## config.mk

```make
export PLATFORM = sky130hd
export DESIGN_NAME = cpu_top
export DESIGN_NICKNAME = d
export VERILOG_FILES = /design/src/cpu_pkg.sv /design/src/mem_pkg.sv /design/src/regfile.sv /design/src/inst_decoder.sv /design/src/alu.sv /design/src/core_ctrl.sv /design/src/byte_mem_ctrl.sv /design/src/cpu_top.sv
export VERILOG_INCLUDE_DIRS = /design/src
export SDC_FILE = /design/constraint.sdc
export NUM_CORES = 2
export LEC_CHECK = 0
export BUFFER_PORTS_ARGS = -buffer_cell sky130_fd_sc_hd__buf_2
export CORE_AREA = 3 3 440 442
export DETAILED_ROUTE_END_ITERATION = 10
export DIE_AREA = 0 0 443 445
export GPL_TIMING_DRIVEN = 0
export HOLD_SLACK_MARGIN = 0.15
export PLACE_DENSITY_LB_ADDON = 0.1
export SETUP_SLACK_MARGIN = 0.02
export SYNTH_ARGS = -nofsm -noshare
export SYNTH_HDL_FRONTEND = slang
export SYNTH_HIERARCHICAL = 1
export SYNTH_SLANG_ARGS = --single-unit
```

## constraint.sdc

```tcl
create_clock -name clk_in -period 15.3 [get_ports clk_in]
set_input_delay 1.53 -clock clk_in [delete_from_list [all_inputs] [get_ports clk_in]]
set_output_delay 1.53 -clock clk_in [all_outputs]
set_load 0.005 [all_outputs]
```

## src/cpu_macros.svh

```systemverilog
// global sizing constants for the byte-bus RV32I core
// include wherever a width or reset value is needed
`ifndef CPU_MACROS_SVH
`define CPU_MACROS_SVH

// fetch starts here after reset
`define CPU_RESET_PC 32'h0000_0000

`define CPU_XLEN 32

`define CPU_NUM_REGS 32

// bytes moved per word on the byte-serial bus
`define CPU_WORD_BYTES 4

`endif

```

## src/cpu_pkg.sv

```systemverilog
// words, register indices, ALU ops and FSM states of the core's instruction side
`include "cpu_macros.svh"

package cpu_pkg;

    typedef logic [`CPU_XLEN-1:0] word_t;
    typedef logic [4:0] reg_addr_t;

    typedef enum logic [3:0] {
        ALU_ADD,
        ALU_SUB,
        ALU_AND,
        ALU_OR,
        ALU_XOR,
        ALU_SLT,
        ALU_SLL,
        ALU_SRL,
        ALU_PASS_B
    } alu_op_e;

    // anything outside the supported subset decodes to KIND_NOP
    typedef enum logic [2:0] {
        KIND_OP_REG,
        KIND_OP_IMM,
        KIND_LUI,
        KIND_LOAD,
        KIND_STORE,
        KIND_BRANCH_EQ,
        KIND_BRANCH_NE,
        KIND_NOP
    } inst_kind_e;

    typedef enum logic [1:0] {ST_FETCH, ST_EXEC, ST_MEM, ST_WB} core_state_e;

endpackage

```

## src/mem_pkg.sv

```systemverilog
// memory-side types shared by the byte-serial controller and its users

package mem_pkg;

    typedef logic [7:0] byte_t;

    // byte address on the external bus
    typedef logic [31:0] mem_addr_t;

    // lane 0 is the least significant byte
    typedef logic [1:0] lane_t;

    typedef enum logic [1:0] {MS_IDLE, MS_XFER, MS_DONE} mem_state_e;

endpackage

```

## src/regfile.sv

```systemverilog
// integer register file with 2 combinational read ports and 1 write port
// x0 reads as zero and ignores writes
`timescale 1ns/1ps
`include "cpu_macros.svh"

module regfile (
    input  logic               clk_in,
    input  logic               rst_in,
    input  logic               we_i,
    input  cpu_pkg::reg_addr_t waddr_i,
    input  cpu_pkg::word_t     wdata_i,
    input  cpu_pkg::reg_addr_t raddr1_i,
    input  cpu_pkg::reg_addr_t raddr2_i,
    output cpu_pkg::word_t     rdata1_o,
    output cpu_pkg::word_t     rdata2_o
);
    import cpu_pkg::*;

    word_t regs [`CPU_NUM_REGS];

    always_ff @(posedge clk_in)
    begin
        if (rst_in)
        begin
            for (int i = 0; i < `CPU_NUM_REGS; i++)
            begin
                regs[i] <= '0;
            end
        end
        else if (we_i && (waddr_i != '0))
        begin
            regs[waddr_i] <= wdata_i;
        end
    end

    assign rdata1_o = (raddr1_i == '0) ? '0 : regs[raddr1_i];
    assign rdata2_o = (raddr2_i == '0) ? '0 : regs[raddr2_i];

endmodule

```

## src/inst_decoder.sv

```systemverilog
// combinational decode of one RV32I word into kind, ALU op, register fields
// and the sign-extended immediate
`timescale 1ns/1ps

module inst_decoder (
    input  cpu_pkg::word_t     inst_i,
    output cpu_pkg::inst_kind_e kind_o,
    output cpu_pkg::alu_op_e   alu_op_o,
    output cpu_pkg::reg_addr_t rs1_o,
    output cpu_pkg::reg_addr_t rs2_o,
    output cpu_pkg::reg_addr_t rd_o,
    output cpu_pkg::word_t     imm_o
);
    import cpu_pkg::*;

    logic [6:0] opcode;
    logic [2:0] funct3;
    logic [6:0] funct7;
    word_t      imm_i_type;
    word_t      imm_s_type;
    word_t      imm_b_type;
    word_t      imm_u_type;

    assign opcode = inst_i[6:0];
    assign funct3 = inst_i[14:12];
    assign funct7 = inst_i[31:25];

    assign rs1_o = inst_i[19:15];
    assign rs2_o = inst_i[24:20];
    assign rd_o  = inst_i[11:7];

    assign imm_i_type = {{20{inst_i[31]}}, inst_i[31:20]};
    assign imm_s_type = {{20{inst_i[31]}}, inst_i[31:25], inst_i[11:7]};
    assign imm_b_type = {{19{inst_i[31]}}, inst_i[31], inst_i[7], inst_i[30:25],
                         inst_i[11:8], 1'b0};
    assign imm_u_type = {inst_i[31:12], 12'h000};

    always_comb
    begin
        kind_o   = KIND_NOP;
        alu_op_o = ALU_ADD;
        imm_o    = imm_i_type;
        case (opcode)
            7'b0110111:
            begin
                kind_o   = KIND_LUI;
                alu_op_o = ALU_PASS_B;
                imm_o    = imm_u_type;
            end
            7'b0010011:
            begin
                kind_o = KIND_OP_IMM;
                case (funct3)
                    3'b000: alu_op_o = ALU_ADD;
                    3'b010: alu_op_o = ALU_SLT;
                    3'b100: alu_op_o = ALU_XOR;
                    3'b110: alu_op_o = ALU_OR;
                    3'b111: alu_op_o = ALU_AND;
                    3'b001: alu_op_o = ALU_SLL;
                    3'b101: alu_op_o = ALU_SRL;
                    default: kind_o = KIND_NOP;
                endcase
                // shifts need funct7 clear, which also rules out SRAI
                if ((funct3 == 3'b001 || funct3 == 3'b101) && funct7 != 7'b0000000)
                begin
                    kind_o = KIND_NOP;
                end
            end
            7'b0110011:
            begin
                kind_o = KIND_OP_REG;
                case ({funct7, funct3})
                    10'b0000000_000: alu_op_o = ALU_ADD;
                    10'b0100000_000: alu_op_o = ALU_SUB;
                    10'b0000000_010: alu_op_o = ALU_SLT;
                    10'b0000000_100: alu_op_o = ALU_XOR;
                    10'b0000000_110: alu_op_o = ALU_OR;
                    10'b0000000_111: alu_op_o = ALU_AND;
                    default: kind_o = KIND_NOP;
                endcase
            end
            7'b0000011: kind_o = (funct3 == 3'b010) ? KIND_LOAD : KIND_NOP;
            7'b0100011:
            begin
                kind_o = (funct3 == 3'b010) ? KIND_STORE : KIND_NOP;
                imm_o  = imm_s_type;
            end
            7'b1100011:
            begin
                // sub keeps the ALU busy, branches only look at eq
                alu_op_o = ALU_SUB;
                imm_o    = imm_b_type;
                case (funct3)
                    3'b000: kind_o = KIND_BRANCH_EQ;
                    3'b001: kind_o = KIND_BRANCH_NE;
                    default: kind_o = KIND_NOP;
                endcase
            end
            default: kind_o = KIND_NOP;
        endcase
    end

endmodule

```

## src/alu.sv

```systemverilog
// combinational ALU for the kept RV32I subset, with an equality flag for branches
`timescale 1ns/1ps

module alu (
    input  cpu_pkg::alu_op_e op_i,
    input  cpu_pkg::word_t   a_i,
    input  cpu_pkg::word_t   b_i,
    output cpu_pkg::word_t   res_o,
    output logic             eq_o
);
    import cpu_pkg::*;

    logic [4:0] shamt;

    // only the low five bits count as shift amount
    assign shamt = b_i[4:0];

    always_comb
    begin
        case (op_i)
            ALU_ADD:    res_o = a_i + b_i;
            ALU_SUB:    res_o = a_i - b_i;
            ALU_AND:    res_o = a_i & b_i;
            ALU_OR:     res_o = a_i | b_i;
            ALU_XOR:    res_o = a_i ^ b_i;
            ALU_SLT:    res_o = word_t'($signed(a_i) < $signed(b_i));
            ALU_SLL:    res_o = a_i << shamt;
            ALU_SRL:    res_o = a_i >> shamt;
            ALU_PASS_B: res_o = b_i;
            default:    res_o = '0;
        endcase
    end

    assign eq_o = (a_i == b_i);

endmodule

```

## src/core_ctrl.sv

```systemverilog
// multi-cycle sequencer that holds PC and instruction register
// and runs the req/ack handshake to the memory controller
`timescale 1ns/1ps
`include "cpu_macros.svh"

module core_ctrl (
    input  logic                clk_in,
    input  logic                rst_in,
    input  logic                rdy_in,
    input  logic                mack_i,
    input  cpu_pkg::word_t      mrdata_i,
    output logic                mreq_o,
    output logic                mwe_o,
    output mem_pkg::mem_addr_t  maddr_o,
    output cpu_pkg::word_t      mwdata_o,
    output cpu_pkg::word_t      inst_o,
    input  cpu_pkg::inst_kind_e kind_i,
    input  cpu_pkg::alu_op_e    alu_op_i,
    input  cpu_pkg::reg_addr_t  rd_i,
    input  cpu_pkg::word_t      imm_i,
    input  cpu_pkg::word_t      rs1_data_i,
    input  cpu_pkg::word_t      rs2_data_i,
    output cpu_pkg::word_t      alu_a_o,
    output cpu_pkg::word_t      alu_b_o,
    input  cpu_pkg::word_t      alu_res_i,
    input  logic                alu_eq_i,
    output logic                rf_we_o,
    output cpu_pkg::reg_addr_t  rf_waddr_o,
    output cpu_pkg::word_t      rf_wdata_o,
    output logic                dbg_wb_valid_o,
    output cpu_pkg::reg_addr_t  dbg_wb_rd_o,
    output cpu_pkg::word_t      dbg_wb_data_o
);
    import cpu_pkg::*;
    import mem_pkg::*;

    core_state_e state;
    word_t       pc;
    word_t       pc_seq;
    word_t       pc_br;
    word_t       wb_data;
    mem_addr_t   eff_addr;
    logic        use_rs2;

    assign pc_seq = pc + `CPU_WORD_BYTES;
    assign pc_br  = pc + imm_i;

    // register-register ops and branches compare two registers
    assign use_rs2 = (kind_i == KIND_OP_REG) || (kind_i == KIND_BRANCH_EQ) ||
                     (kind_i == KIND_BRANCH_NE);
    assign alu_a_o = rs1_data_i;
    assign alu_b_o = use_rs2 ? rs2_data_i : imm_i;

    // low address bits dropped since every access is a word
    assign eff_addr = {alu_res_i[31:2], 2'b00};

    always_ff @(posedge clk_in)
    begin
        if (rst_in)
        begin
            state  <= ST_FETCH;
            pc     <= `CPU_RESET_PC;
            mreq_o <= 1'b0;
            mwe_o  <= 1'b0;
        end
        else if (rdy_in)
        begin
            case (state)
                ST_FETCH:
                begin
                    if (!mreq_o && !mack_i)
                    begin
                        mreq_o  <= 1'b1;
                        mwe_o   <= 1'b0;
                        maddr_o <= pc;
                    end
                    else if (mreq_o && mack_i)
                    begin
                        mreq_o <= 1'b0;
                        inst_o <= mrdata_i;
                        state  <= ST_EXEC;
                    end
                end
                ST_EXEC:
                begin
                    pc    <= pc_seq;
                    state <= ST_FETCH;
                    case (kind_i)
                        KIND_OP_REG, KIND_OP_IMM, KIND_LUI:
                        begin
                            wb_data <= alu_res_i;
                            state   <= ST_WB;
                        end
                        KIND_LOAD, KIND_STORE:
                        begin
                            maddr_o  <= eff_addr;
                            mwe_o    <= (kind_i == KIND_STORE);
                            mwdata_o <= rs2_data_i;
                            state    <= ST_MEM;
                        end
                        KIND_BRANCH_EQ:
                        begin
                            if (alu_eq_i)
                            begin
                                pc <= pc_br;
                            end
                        end
                        KIND_BRANCH_NE:
                        begin
                            if (!alu_eq_i)
                            begin
                                pc <= pc_br;
                            end
                        end
                        default:
                        begin
                        end
                    endcase
                end
                ST_MEM:
                begin
                    if (!mreq_o && !mack_i)
                    begin
                        mreq_o <= 1'b1;
                    end
                    else if (mreq_o && mack_i)
                    begin
                        mreq_o  <= 1'b0;
                        wb_data <= mrdata_i;
                        state   <= mwe_o ? ST_FETCH : ST_WB;
                    end
                end
                default: state <= ST_FETCH;
            endcase
        end
    end

    // write-back lasts one ready cycle
    assign rf_we_o    = (state == ST_WB) && rdy_in;
    assign rf_waddr_o = rd_i;
    assign rf_wdata_o = wb_data;

    assign dbg_wb_valid_o = rf_we_o && (rd_i != '0);
    assign dbg_wb_rd_o    = rd_i;
    assign dbg_wb_data_o  = wb_data;

endmodule

```

## src/byte_mem_ctrl.sv

```systemverilog
// turns word requests from the core into four byte accesses on the external bus
// read data arrives one ready cycle after its address
`timescale 1ns/1ps

module byte_mem_ctrl (
    input  logic               clk_in,
    input  logic               rst_in,
    input  logic               rdy_in,
    input  logic               mreq_i,
    input  logic               mwe_i,
    input  mem_pkg::mem_addr_t maddr_i,
    input  cpu_pkg::word_t     mwdata_i,
    output logic               mack_o,
    output cpu_pkg::word_t     mrdata_o,
    input  mem_pkg::byte_t     mem_din_i,
    output mem_pkg::byte_t     mem_dout_o,
    output mem_pkg::mem_addr_t mem_addr_o,
    output logic               mem_wr_o
);
    import cpu_pkg::*;
    import mem_pkg::*;

    mem_state_e state;
    lane_t      lane;        // next lane to put on the bus
    lane_t      cap_lane;    // lane whose byte is in flight
    logic       issue_done;
    logic       rd_pend;
    logic       issuing;
    logic       we_q;
    mem_addr_t  base_q;
    word_t      wdata_q;

    assign issuing    = (state == MS_XFER) && !issue_done;
    assign mem_addr_o = issuing ? base_q + mem_addr_t'(lane) : '0;
    assign mem_wr_o   = issuing && we_q && rdy_in;
    assign mem_dout_o = wdata_q[8*lane +: 8];
    assign mack_o     = (state == MS_DONE);

    always_ff @(posedge clk_in)
    begin
        if (rst_in)
        begin
            state      <= MS_IDLE;
            lane       <= '0;
            cap_lane   <= '0;
            issue_done <= 1'b0;
            rd_pend    <= 1'b0;
        end
        else if (rdy_in)
        begin
            case (state)
                MS_IDLE:
                begin
                    if (mreq_i && !mack_o)
                    begin
                        state      <= MS_XFER;
                        lane       <= '0;
                        issue_done <= 1'b0;
                        rd_pend    <= 1'b0;
                    end
                end
                MS_XFER:
                begin
                    if (!issue_done)
                    begin
                        lane       <= lane + 2'd1;
                        cap_lane   <= lane;
                        issue_done <= (lane == 2'd3);
                    end
                    rd_pend <= !issue_done && !we_q;
                    // writes end with lane 3, reads one cycle later
                    if (we_q ? (!issue_done && lane == 2'd3) : (rd_pend && cap_lane == 2'd3))
                    begin
                        state <= MS_DONE;
                    end
                end
                MS_DONE:
                begin
                    if (!mreq_i)
                    begin
                        state <= MS_IDLE;
                    end
                end
                default: state <= MS_IDLE;
            endcase
        end
    end

    // request latch and read assembly
    always_ff @(posedge clk_in)
    begin
        if (rdy_in)
        begin
            if (state == MS_IDLE && mreq_i)
            begin
                base_q  <= maddr_i;
                we_q    <= mwe_i;
                wdata_q <= mwdata_i;
            end
            if (state == MS_XFER && rd_pend)
            begin
                mrdata_o[8*cap_lane +: 8] <= mem_din_i;
            end
        end
    end

endmodule

```

## src/cpu_top.sv

```systemverilog
// processor top level that wires core sequencer, decoder, ALU, register file
// and byte bus controller together
`timescale 1ns/1ps

module cpu_top (
    input  logic               clk_in,
    input  logic               rst_in,
    input  logic               rdy_in,
    input  mem_pkg::byte_t     mem_din_i,
    output mem_pkg::byte_t     mem_dout_o,
    output mem_pkg::mem_addr_t mem_addr_o,
    output logic               mem_wr_o,
    output logic               dbg_wb_valid_o,
    output cpu_pkg::reg_addr_t dbg_wb_rd_o,
    output cpu_pkg::word_t     dbg_wb_data_o
);
    import cpu_pkg::*;
    import mem_pkg::*;

    // core to memory controller handshake
    logic      mreq;
    logic      mwe;
    logic      mack;
    mem_addr_t maddr;
    word_t     mwdata;
    word_t     mrdata;

    word_t      inst;
    inst_kind_e kind;
    alu_op_e    alu_op;
    reg_addr_t  rs1, rs2, rd;
    word_t      imm;
    word_t      rs1_data, rs2_data;
    word_t      alu_a, alu_b, alu_res;
    logic       alu_eq;
    logic       rf_we;
    reg_addr_t  rf_waddr;
    word_t      rf_wdata;

    core_ctrl u_core_ctrl (
        .clk_in, .rst_in, .rdy_in,
        .mack_i(mack), .mrdata_i(mrdata),
        .mreq_o(mreq), .mwe_o(mwe), .maddr_o(maddr), .mwdata_o(mwdata),
        .inst_o(inst),
        .kind_i(kind), .alu_op_i(alu_op), .rd_i(rd), .imm_i(imm),
        .rs1_data_i(rs1_data), .rs2_data_i(rs2_data),
        .alu_a_o(alu_a), .alu_b_o(alu_b), .alu_res_i(alu_res), .alu_eq_i(alu_eq),
        .rf_we_o(rf_we), .rf_waddr_o(rf_waddr), .rf_wdata_o(rf_wdata),
        .dbg_wb_valid_o, .dbg_wb_rd_o, .dbg_wb_data_o
    );

    inst_decoder u_inst_decoder (
        .inst_i(inst), .kind_o(kind), .alu_op_o(alu_op),
        .rs1_o(rs1), .rs2_o(rs2), .rd_o(rd), .imm_o(imm)
    );

    alu u_alu (
        .op_i(alu_op), .a_i(alu_a), .b_i(alu_b), .res_o(alu_res), .eq_o(alu_eq)
    );

    regfile u_regfile (
        .clk_in, .rst_in,
        .we_i(rf_we), .waddr_i(rf_waddr), .wdata_i(rf_wdata),
        .raddr1_i(rs1), .raddr2_i(rs2), .rdata1_o(rs1_data), .rdata2_o(rs2_data)
    );

    byte_mem_ctrl u_byte_mem_ctrl (
        .clk_in, .rst_in, .rdy_in,
        .mreq_i(mreq), .mwe_i(mwe), .maddr_i(maddr), .mwdata_i(mwdata),
        .mack_o(mack), .mrdata_o(mrdata),
        .mem_din_i, .mem_dout_o, .mem_addr_o, .mem_wr_o
    );

endmodule

```

==> impl_results.md <==
* Fmax at 90.3 MHz
* Post-Syn Instances at 6109
* Most Used Layer, Global Route: met2
* Number of global-route vias before repair at 56.7k
* Reg2Reg Depth at 25
* Total congestion overflow at 0
* Drt wl/cell at 41.5 microns
* Total track usage at 37.3%
* Number of flops mapped to enable cells by yosys at 1249
* First drt pass iteration count at 6
* Type of origin of the critical path: register
* Root buf cell: clkbuf_16
* CTS H-Tree Depth at 4
* Clock Skew at 59.7 ps
* Largest net degree at the start of global routing at 34
* Max-slew headroom at -10.8%
* Yosys cell types at 110
* Hold path depth at 0
* Worst-margin pin slew at 1660 ps
* Ys async rst share at 0%
* Layout cells sized above 1 at 18.9%
* Minimum clock period at 11070 ps
* RSZ-0062 raised after global routing: no
* Initial antenna violation count at 37
* I/O pins at 90
* P_leak at 31.8 nW
* Final hold vios at 0
* Via count at 59.4k
* Max incr delay on CP at 1140 ps
* Skew-Pair Late Insertion Delay at 820 ps
* Synthesis-stage register bit count at 1293
* Die height at 445 microns
* Met1 Use GR at 47.4%
* Antenna Violating Nets Remaining at 0
* GRT met2 Usage at 56.6%
* Core Area at 190000 sq um
* Final count of negative-setup-slack endpoints at 0
* GPL Wtd Cong at 1.02
* Max cap viols at 8
* Ys flop type: edfxtp_1
* Num rows at 160
* Crit Path Max Fanout at 11
* Die Area at 197000 sq um
* Fin Setup TNS at 0 ps
* Sink Count at 1293
* Mean area per synthesized cell at 12.7 sq um
* Post-synthesis sequential area ratio at 49.4%
* Power Density at 91.8 nW/um^2
* Failing checks: capacitance limit, slew limit
* Starting density of the core at 40.9%
* DR vias/cell at 6.57
* DRC Markers at 0
* Hold-fix buffers, CTS at 0
* P&R area growth vs syn at 11.4%
* Post-route clock period utilization at 72.4%
* Max-slew violations at 70
* Drt total wl at 375 mm
* VDD IR max at 0.0790 mV
* I/O Buffers at 89
* Post-cts gate resize count at 0
* Utilization after layout at 45.5%
* HP Class: reg -> reg
* Die Wd at 443 microns
* Critical Path Stages at 25
* Outcome: complete, but fails checks
* Fill cell count at 17.5k
* Reg clk slew, reported paths at 60 ps
* Worst Path Buf+Inv at 9
* Clock buffer depth at 3
* Critical path's top delay family: buffers and inverters
* DP Wirelength at 279 mm
* Ys Warns at 6
* Crit. End Element: register
* CTS buffer count at 149
* Setup CP Type: reg -> reg
* Syn Std Cell Area at 77600 sq um
* Initial DRC Count at 8772
* Final nets at 6562
* Met3 Resource Use GR at 9.04%
* Crit path DAT at 11630 ps
* Crit-path slowest cell: clkbuf_1
* First-pass GRT wire length at 499 mm
* CTS tree: done
* Post CTS Setup Buffer Count at 0
* Req. time, crit path at 15860 ps
[per-stage QoR]
stage	worst slack, ps	cells	area [sq um]	power, W	hold WS [ps]
global placement	4070	8740	81300	0.00448	401
detailed placement	4730	8766	81700	0.00449	405
global route	4230	9028	86500	0.00812	421
CTS	4660	9024	86400	0.00797	418
floorplan	8520	6140	77800	0.00430	400
finish	4230	9039	86500	0.00794	417
[placed cells by master, fill, tap and decap left out, types with 113 or more instances in the layout]
cell / count
edfxtp_1: 1249
and2_1: 1036
mux4_2: 513
clkbuf_1: 401
nor2_1: 275
a21oi_1: 231
nand2_1: 212
mux2i_1: 201
buf_2: 154
buf_4: 153
clkbuf_16: 152
ha_1: 139
o21ai_0: 133
o22ai_1: 126
inv_1: 113
[final cells by class]
type / instances / area [sq um] / share of cell area [%]
diodes: 13 / 32.5 / 0.0376
plain buffers: 635 / 3210 / 3.71
clock buffers: 185 / 3940 / 4.55
clock inverters: 73 / 761 / 0.879
inverters: 121 / 454 / 0.525
multi-input cells: 4091 / 35800 / 41.4
flip-flops and latches: 1293 / 38400 / 44.4
well taps: 2511 / 3140 / 3.63
repair buffers: 117 / 759 / 0.878
[metal layers]
metal | share of wire (%) | up-vias | wire (microns)
li1 | - | 23900 | -
met1 | 38 | 30700 | 142000
met2 | 44 | 3934 | 166000
met5 | 0.086 | - | 323
met3 | 10 | 817 | 37500
met4 | 8.0 | 14 | 29900
[power by group]
part           switching (W)  leakage (nW)  internal (W)
Combinational       0.000252          16.5      0.000130
Clock                0.00152          2.28       0.00200
Sequential         0.0000620          13.0       0.00398
[path summary, 6_finish.rpt]
kind         slack (ps)                    start                            end
min reg2reg         420  u_core_ctrl/maddr_o[19]     u_byte_mem_ctrl/base_q[19]
max                4230   u_core_ctrl/inst_o[22]  u_core_ctrl/dbg_wb_data_o[28]
min                 420  u_core_ctrl/maddr_o[19]     u_byte_mem_ctrl/base_q[19]
max reg2reg        4230   u_core_ctrl/inst_o[22]  u_core_ctrl/dbg_wb_data_o[28]
[state kept, by name, indices dropped and copies added, names as in the netlist, 32 cells and up]
signal,count
u_core_ctrl/dbg_wb_data_o,32
u_byte_mem_ctrl/base_q,32
u_core_ctrl/inst_o,32
u_core_ctrl/pc,32
u_core_ctrl/maddr_o,32
u_regfile/regs,1024
u_core_ctrl/mwdata_o,32
u_byte_mem_ctrl/wdata_q,32
u_byte_mem_ctrl/mrdata_o,32
[cell families after synthesis]
family                     share of synthesized area (%)
adders and majority gates                           2.34
buffers and inverters                               4.72
DFF                                                 49.4
AOI/OAI and AO/OA                                   9.21
and+or+nand+nor                                     14.4
muxes                                               19.4
xor gates and xnor gates                           0.530
other                                            0.00483
[synth_stat cells, types with 20 or more instances]
library cell | number | area (sq um)
a22o_1 | 57 | 499
a21o_1 | 54 | 405
xnor2_1 | 27 | 236
nor3_1 | 100 | 500
nand2b_1 | 35 | 219
o21ai_0 | 133 | 666
buf_2 | 62 | 310
o31ai_1 | 20 | 150
mux2i_1 | 201 | 2010
nand2_1 | 212 | 796
buf_4 | 140 | 1050
a21oi_1 | 231 | 1160
nand3_1 | 58 | 290
dfxtp_1 | 44 | 881
or2_2 | 36 | 225
nand4_1 | 29 | 181
mux2_2 | 62 | 698
mux2_1 | 68 | 766
and3_1 | 23 | 144
buf_1 | 31 | 116
o22ai_1 | 126 | 788
buf_6 | 29 | 327
o21ai_1 | 40 | 200
a22oi_1 | 43 | 323
a31oi_1 | 27 | 169
o211ai_1 | 35 | 263
a221oi_1 | 39 | 342
a2111oi_0 | 22 | 193
ha_1 | 139 | 1740
a2111oi_1 | 41 | 410
edfxtp_1 | 1249 | 37500
nor2b_1 | 37 | 231
clkbuf_1 | 372 | 1400
inv_1 | 113 | 424
a211oi_1 | 39 | 293
nor2_1 | 278 | 1040
xor2_1 | 20 | 175
and2_1 | 1036 | 6480
mux4_2 | 513 | 11600
[worst reg2reg max path, cell delays in order, from the launching register on]
cell and delay (ps):
edfxtp_1 500, buf_4 180, buf_2 220, or3b_2 240
buf_1 670, clkbuf_1 1140, o22ai_1 270, a2111oi_1 640
nor3_1 130, mux2_1 490, clkinv_1 380, buf_2 380
clkbuf_1 510, clkbuf_1 810, ha_1 410, buf_2 210
a211oi_1 490, nor4_1 190, o21ai_1 430, a211o_1 270
a211oi_1 130, a21oi_1 430, o21ai_0 220, o221a_2 300
o21ai_1 570, mux2_2 580
(Power assumes the default switching activity.)
